--- src/fxp_config.svh ---
// Fixed-point unit configuration
`ifndef FXP_CONFIG_SVH
`define FXP_CONFIG_SVH

// Word width of operands and results
`define FXP_WIDTH 32

// Fraction bits, Q16.16 by default
`define FXP_FRAC 16

// Restoring divider steps, one per quotient bit of left*2^FRAC
`define FXP_DIV_ITER (`FXP_WIDTH + `FXP_FRAC)

// Extra cycles per request allowed by the watchdog
`define FXP_WDOG_MARGIN 10

`endif

--- src/fxp_pkg.sv ---
// Fixed-point unit types
`include "fxp_config.svh"

package fxp_pkg;

  typedef enum logic [0:0] {
    OP_MUL = 1'b0,
    OP_DIV = 1'b1
  } fxp_op_e;

  typedef enum logic [1:0] {
    DIV_IDLE = 2'd0,
    DIV_RUN  = 2'd1,
    DIV_FIX  = 2'd2  // Sign correction of the quotient
  } div_state_e;

  typedef struct packed {
    fxp_op_e                op;
    logic                   is_signed;
    logic [`FXP_WIDTH-1:0]  left;
    logic [`FXP_WIDTH-1:0]  right;
  } fxp_req_t;

  typedef struct packed {
    fxp_op_e                op;      // Unit that produced the result
    logic [`FXP_WIDTH-1:0]  result;
  } fxp_resp_t;

endpackage

--- src/fxp_mult_pipe.sv ---
// Pipelined fixed-point multiplier
`timescale 1ns/1ps
`include "fxp_config.svh"

module fxp_mult_pipe
  import fxp_pkg::*;
(
  input  logic                  clk,
  input  logic                  arst_n,
  input  logic                  start,
  input  fxp_req_t              req,
  output logic [`FXP_WIDTH-1:0] result,
  output logic                  done
);

  localparam int W = `FXP_WIDTH;
  localparam int F = `FXP_FRAC;

  logic             v1;
  logic             v2;
  logic [W-1:0]     a1;
  logic [W-1:0]     b1;
  logic             sgn1;
  logic [2*W-1:0]   a_ext;
  logic [2*W-1:0]   b_ext;
  logic [2*W-1:0]   prod2;

  // Zero extension for unsigned, sign extension for signed
  assign a_ext = {{W{sgn1 & a1[W-1]}}, a1};
  assign b_ext = {{W{sgn1 & b1[W-1]}}, b1};

  // Valid bits follow each product through the stages
  always_ff @(posedge clk or negedge arst_n) begin
    if (!arst_n) begin
      v1   <= 1'b0;
      v2   <= 1'b0;
      done <= 1'b0;
    end else begin
      v1   <= start;
      v2   <= v1;
      done <= v2;
    end
  end

  always_ff @(posedge clk) begin
    if (start) begin  // Stage 1
      a1   <= req.left;
      b1   <= req.right;
      sgn1 <= req.is_signed;
    end
    if (v1) begin
      prod2 <= a_ext * b_ext;  // Low 2W bits are exact in both modes
    end
    if (v2) begin
      result <= prod2[W+F-1:F];
    end
  end

endmodule

--- src/fxp_div_seq.sv ---
// Iterative restoring fixed-point divider
`timescale 1ns/1ps
`include "fxp_config.svh"

module fxp_div_seq
  import fxp_pkg::*;
(
  input  logic                  clk,
  input  logic                  arst_n,
  input  logic                  start,
  input  fxp_req_t              req,
  output logic [`FXP_WIDTH-1:0] result,
  output logic                  done
);

  localparam int W     = `FXP_WIDTH;
  localparam int F     = `FXP_FRAC;
  localparam int DW    = W + F;
  localparam int ITER  = `FXP_DIV_ITER;
  localparam int CNT_W = $clog2(ITER);

  div_state_e        state;
  logic [CNT_W-1:0]  cnt;

  logic              neg;   // Quotient must be negated
  logic [DW-1:0]     dvd;   // Dividend, consumed msb first
  logic [W-1:0]      rem;
  logic [W-1:0]      den;
  logic [W-1:0]      quo;

  logic [W-1:0]      left_mag;
  logic [W-1:0]      right_mag;
  logic [W:0]        rem_sh;
  logic [W:0]        diff;
  logic              fits;
  logic [W-1:0]      rem_next;
  logic [W-1:0]      quo_next;

  // Magnitudes only matter for signed requests
  always_comb begin
    left_mag  = req.left;
    right_mag = req.right;
    if (req.is_signed && req.left[W-1]) begin
      left_mag = -req.left;
    end
    if (req.is_signed && req.right[W-1]) begin
      right_mag = -req.right;
    end
  end

  // One shift-subtract step
  always_comb begin
    rem_sh   = {rem, dvd[DW-1]};
    diff     = rem_sh - {1'b0, den};
    fits     = (rem_sh >= {1'b0, den});  // Always true for a zero divisor
    rem_next = fits ? diff[W-1:0] : rem_sh[W-1:0];
    quo_next = {quo[W-2:0], fits};
  end

  always_ff @(posedge clk or negedge arst_n) begin
    if (!arst_n) begin
      state <= DIV_IDLE;
      cnt   <= '0;
      done  <= 1'b0;
    end else begin
      done <= 1'b0;
      case (state)
        DIV_IDLE: begin
          if (start) begin
            state <= DIV_RUN;
            cnt   <= '0;
          end
        end
        DIV_RUN: begin
          cnt <= cnt + 1'b1;
          if (cnt == CNT_W'(ITER - 1)) begin
            state <= DIV_FIX;
          end
        end
        DIV_FIX: begin
          done  <= 1'b1;
          state <= DIV_IDLE;
        end
        default: state <= DIV_IDLE;
      endcase
    end
  end

  always_ff @(posedge clk) begin
    if (state == DIV_IDLE && start) begin
      neg <= req.is_signed & (req.left[W-1] ^ req.right[W-1]);
      dvd <= DW'(left_mag) << F;  // left * 2^FRAC
      den <= right_mag;
      rem <= '0;
      quo <= '0;
    end else if (state == DIV_RUN) begin
      dvd <= dvd << 1;
      rem <= rem_next;
      quo <= quo_next;  // Upper quotient bits fall off the top
    end else if (state == DIV_FIX) begin
      result <= neg ? -quo : quo;
    end
  end

endmodule

--- src/fxp_issue_ctrl.sv ---
// Request issue and result merge
`timescale 1ns/1ps
`include "fxp_config.svh"

module fxp_issue_ctrl
  import fxp_pkg::*;
(
  input  logic                  clk,
  input  logic                  arst_n,
  input  logic                  go,
  input  fxp_req_t              req,
  input  logic [`FXP_WIDTH-1:0] mul_result,
  input  logic                  mul_done,
  input  logic [`FXP_WIDTH-1:0] div_result,
  input  logic                  div_done,
  output logic                  mul_start,
  output logic                  div_start,
  output fxp_req_t              unit_req,
  output fxp_resp_t             resp,
  output logic                  done,
  output logic                  busy
);

  logic accept;
  logic is_mul;

  // Any go during a divide is dropped
  assign accept = go & ~busy;
  assign is_mul = (req.op == OP_MUL);

  // Starts go out in the accepting cycle so the multiply keeps its latency
  assign mul_start = accept & is_mul;
  assign div_start = accept & ~is_mul;
  assign unit_req  = req;

  // Busy covers a divide from acceptance to its response
  always_ff @(posedge clk or negedge arst_n) begin
    if (!arst_n) begin
      busy <= 1'b0;
    end else if (div_start) begin
      busy <= 1'b1;
    end else if (div_done) begin
      busy <= 1'b0;
    end
  end

  // Unit done pulses never coincide, so a plain priority mux is enough
  always_ff @(posedge clk or negedge arst_n) begin
    if (!arst_n) begin
      done <= 1'b0;
      resp <= '0;
    end else begin
      done <= mul_done | div_done;
      if (mul_done) begin
        resp.op     <= OP_MUL;
        resp.result <= mul_result;
      end else if (div_done) begin
        resp.op     <= OP_DIV;
        resp.result <= div_result;
      end
    end
  end

endmodule

--- src/fxp_arith_unit.sv ---
// Fixed-point arithmetic unit top
`timescale 1ns/1ps
`include "fxp_config.svh"

module fxp_arith_unit
  import fxp_pkg::*;
(
  input  logic      clk,
  input  logic      arst_n,
  input  logic      go,
  input  fxp_req_t  req,
  output fxp_resp_t resp,
  output logic      done,
  output logic      busy
);

  logic                  mul_start;
  logic                  div_start;
  fxp_req_t              unit_req;
  logic [`FXP_WIDTH-1:0] mul_result;
  logic                  mul_done;
  logic [`FXP_WIDTH-1:0] div_result;
  logic                  div_done;

  fxp_issue_ctrl u_issue (
    .clk        (clk),
    .arst_n     (arst_n),
    .go         (go),
    .req        (req),
    .mul_result (mul_result),
    .mul_done   (mul_done),
    .div_result (div_result),
    .div_done   (div_done),
    .mul_start  (mul_start),
    .div_start  (div_start),
    .unit_req   (unit_req),
    .resp       (resp),
    .done       (done),
    .busy       (busy)
  );

  fxp_mult_pipe u_mult (
    .clk    (clk),
    .arst_n (arst_n),
    .start  (mul_start),
    .req    (unit_req),
    .result (mul_result),
    .done   (mul_done)
  );

  fxp_div_seq u_div (
    .clk    (clk),
    .arst_n (arst_n),
    .start  (div_start),
    .req    (unit_req),
    .result (div_result),
    .done   (div_done)
  );

endmodule

--- config.mk ---
export PLATFORM = sky130hd
export DESIGN_NAME = fxp_arith_unit
export DESIGN_NICKNAME = d
export VERILOG_FILES = /design/src/fxp_pkg.sv /design/src/fxp_mult_pipe.sv /design/src/fxp_div_seq.sv /design/src/fxp_issue_ctrl.sv /design/src/fxp_arith_unit.sv
export VERILOG_INCLUDE_DIRS = /design/src
export SDC_FILE = /design/constraint.sdc
export NUM_CORES = 2
export LEC_CHECK = 0
export BUFFER_PORTS_ARGS = -buffer_cell sky130_fd_sc_hd__clkbuf_2
export CORE_MARGIN = 5
export CORE_UTILIZATION = 35
export CTS_CLUSTER_DIAMETER = 80
export DETAILED_ROUTE_END_ITERATION = 10
export PLACE_DENSITY_LB_ADDON = 0.1
export RECOVER_POWER = 50
export SETUP_SLACK_MARGIN = 0.5
export SYNTH_ARGS = -nofsm -noshare
export SYNTH_HDL_FRONTEND = slang
export SYNTH_HIERARCHICAL = 1
export SYNTH_SLANG_ARGS = --single-unit
--- constraint.sdc ---
create_clock -name clk -period 8.61 [get_ports clk]
set_input_delay 2.1525 -clock clk [delete_from_list [all_inputs] [get_ports clk]]
set_output_delay 2.1525 -clock clk [all_outputs]
set_load 0.005 [all_outputs]
==> impl_metrics.yaml <==
critical_path:
  crit_path_end_kind: "flop"
  cp_top_family: "adder cells"
  crit_path_top_delay_cell: "fa_1"
  crit_fanout: 15
  crit_top_cell: "fa_1"
  crit_buf_inv: 8
  max_stage_delay_ps: 550
  worstPathArrival_ps: 8200
  worstSetupPathType: "reg2reg"
  required_ps: 8940
  critPathLaunchType: "flop"
grt:
  overflow: 0
  grt_antenna_before_repair: 6
  grt_use_total: 0.208
  grt_first_pass_wirelength_um: 213000
  grt_pass1_vias: 33077
  grt_max_degree: 85
  top_usage_layer: "met2"
  grt_use_met2: 0.363
  met3_usage: 0.0269
  use_met1: 0.272
logic_synthesis:
  syn_nets: 5752
  postSynthCellCount: 4615
  syn-cell-area_mm2: 0.0451
  yosysWarnings: 6
  syn_area_per_cell_um2: 9.77
power_and_ir_drop:
  sw_frac_of_total: 0.235
  p_per_area_mw_per_mm2: 80.3
  p_leak_nw: 23.1
  finalPower_mw: 4.02
  power.internal_mw: 3.07
  power_frac_seq: 0.440
  combPwrFrac: 0.041
  clkPwrFrac: 0.520
  peakVddDrop_v: 0.000119
  p_sw_mw: 0.944
min_path:
  holdCritPathClass: "reg2reg"
cts:
  root_buffer: "clkbuf_16"
  hold_buffers: 0
  cts_num_sinks: 337
  cts_buffer_depth: 3
  cts_tree: "built"
  htreeDepth: 2
  clk_pin_slew_ps: 60
  numCtsBuffers: 45
  clk_latency_ps: 590
floorplan:
  initial_core_util: 0.353
  rows: 131
  die_width_um: 369
  core-area_mm2: 0.128
  fp.dieH_um: 369
  ioPinCount: 104
  dieArea_mm2: 0.136
outcome:
  status: "finished with violations"
  violations: "max-capacitance violations, max-slew violations"
timing:
  fmax_mhz: 127
  relSlewSlack: -1.00
  holdWs_ps: 406
  fin_crit_sh: 0.914
  rsz0062_at_grt: "false"
  tightestPinTransition_ps: 3000
  hold_violations: 0
  setup_viol: 0
  min_period_ps: 7870
  slew_violations: 277
  tns_ps: 0
  skew_ps: 16.0
detailed_routing:
  firstDrtPassIters: 7
  wire_per_inst_um: 22.0
  drc: 0
  num_vias: 31037
  ant_nets: 0
  drt-total-wl_um: 141000
  drt_iter0_drc: 1794
  via_per_inst: 4.85
final_layout:
  syn_to_final_growth_pct: 10.8
  drive_gt1_frac: 0.0841
  fin_nets: 5834
  fin_util: 0.391
place:
  dpl.hpwl_um: 113000
  place_congestion: 0.868
  portBuffers: 103
job:
  max_cap_violations: 8
[what timing repair did]
action / 4_1_cts / 5_1_grt
cloned: 0 / 1
setup buffers: 13 / 67
setup endpoints to repair: 8 / 14
pin swaps: 0 / 14
gates resized for setup: 3 / 37
[routing by layer]
layer  vias up  share of wire
li1      14125              -
met1     16146           0.42
met2       619           0.50
met3       147          0.041
met4         0          0.031
met5         -              0
[stage by stage]
stage               cells  area (µm²)  worst slack, ps
floorplan            4615       45100             1080
finish               6398       50000              739
detailed placement   6231       47500              330
global placement     6231       47500              389
CTS                  6326       49300              502
global route         6395       50000              459
[path summary, 6_finish.rpt]
path                                             from                     endpoint  slack (ps)  depth (start not counted)
max in group asynchronous                      arst_n        u_mult/done$_DFF_PN0_        4230                          2
setup reg to reg               u_mult/b1[0]$_DFFE_PP_   u_mult/prod2[45]$_DFFE_PP_         740                         27
setup / recovery               u_mult/b1[0]$_DFFE_PP_   u_mult/prod2[45]$_DFFE_PP_         740                         27
hold reg to reg            u_mult/prod2[17]$_DFFE_PP_   u_mult/result[1]$_DFFE_PP_         410                          0
hold / removal             u_mult/prod2[17]$_DFFE_PP_   u_mult/result[1]$_DFFE_PP_         410                          0
min in group asynchronous                      arst_n  u_issue/resp[3]$_DFFE_PN0P_        2570                          2
[power groups by stage]
stage                     sequential, mW  clock, mW  combinational [mW]
after floorplan                     1.80          0              0.0973
after global placement              1.80          0               0.173
after detailed placement            1.80          0               0.172
after CTS                           1.77       2.16               0.173
after global routing                1.77       2.21               0.178
final                               1.77       2.09               0.163
[state kept, by name, indices dropped and copies added (netlist names), 2 cells and up]
signal	flops
u_div/state	2
u_div/den	32
u_mult/prod2	32
u_div/cnt	6
u_mult/b1	32
u_div/rem	32
u_mult/a1	32
u_div/quo	32
u_mult/result	32
u_div/dvd	32
u_issue/resp	33
u_div/result	32
[layout make-up]
type	instances	area (µm²)
fillers	12939	77900
multi-input cells	3047	31000
flip-flops and latches	337	9250
inverters	936	3520
repair buffers	330	2490
well taps	1662	2080
clock buffers	52	1200
clock inverters	30	438
diodes	4	10.0
[placed cells by master (no fill, tap or decap), types with 11 or more instances in the layout]
master       n
and3_1      18
clkbuf_16   47
and2_1     321
nand4_1     17
edfxtp_1   226
o21ai_0    142
nand3_1     22
fa_1       854
xnor2_1    135
a31oi_1     11
nand2_1    739
a21o_1      33
o31ai_1     20
nor2_1      77
or3_1       11
inv_1      933
clkbuf_2    37
mux2i_1     55
nor3_1      17
a21oi_1    105
ha_1       205
dfxtp_1     64
buf_12      24
buf_4      189
a22o_1      31
dfrtp_1     46
xor2_1      58
clkbuf_1    72
(Power assumes the default switching activity.)
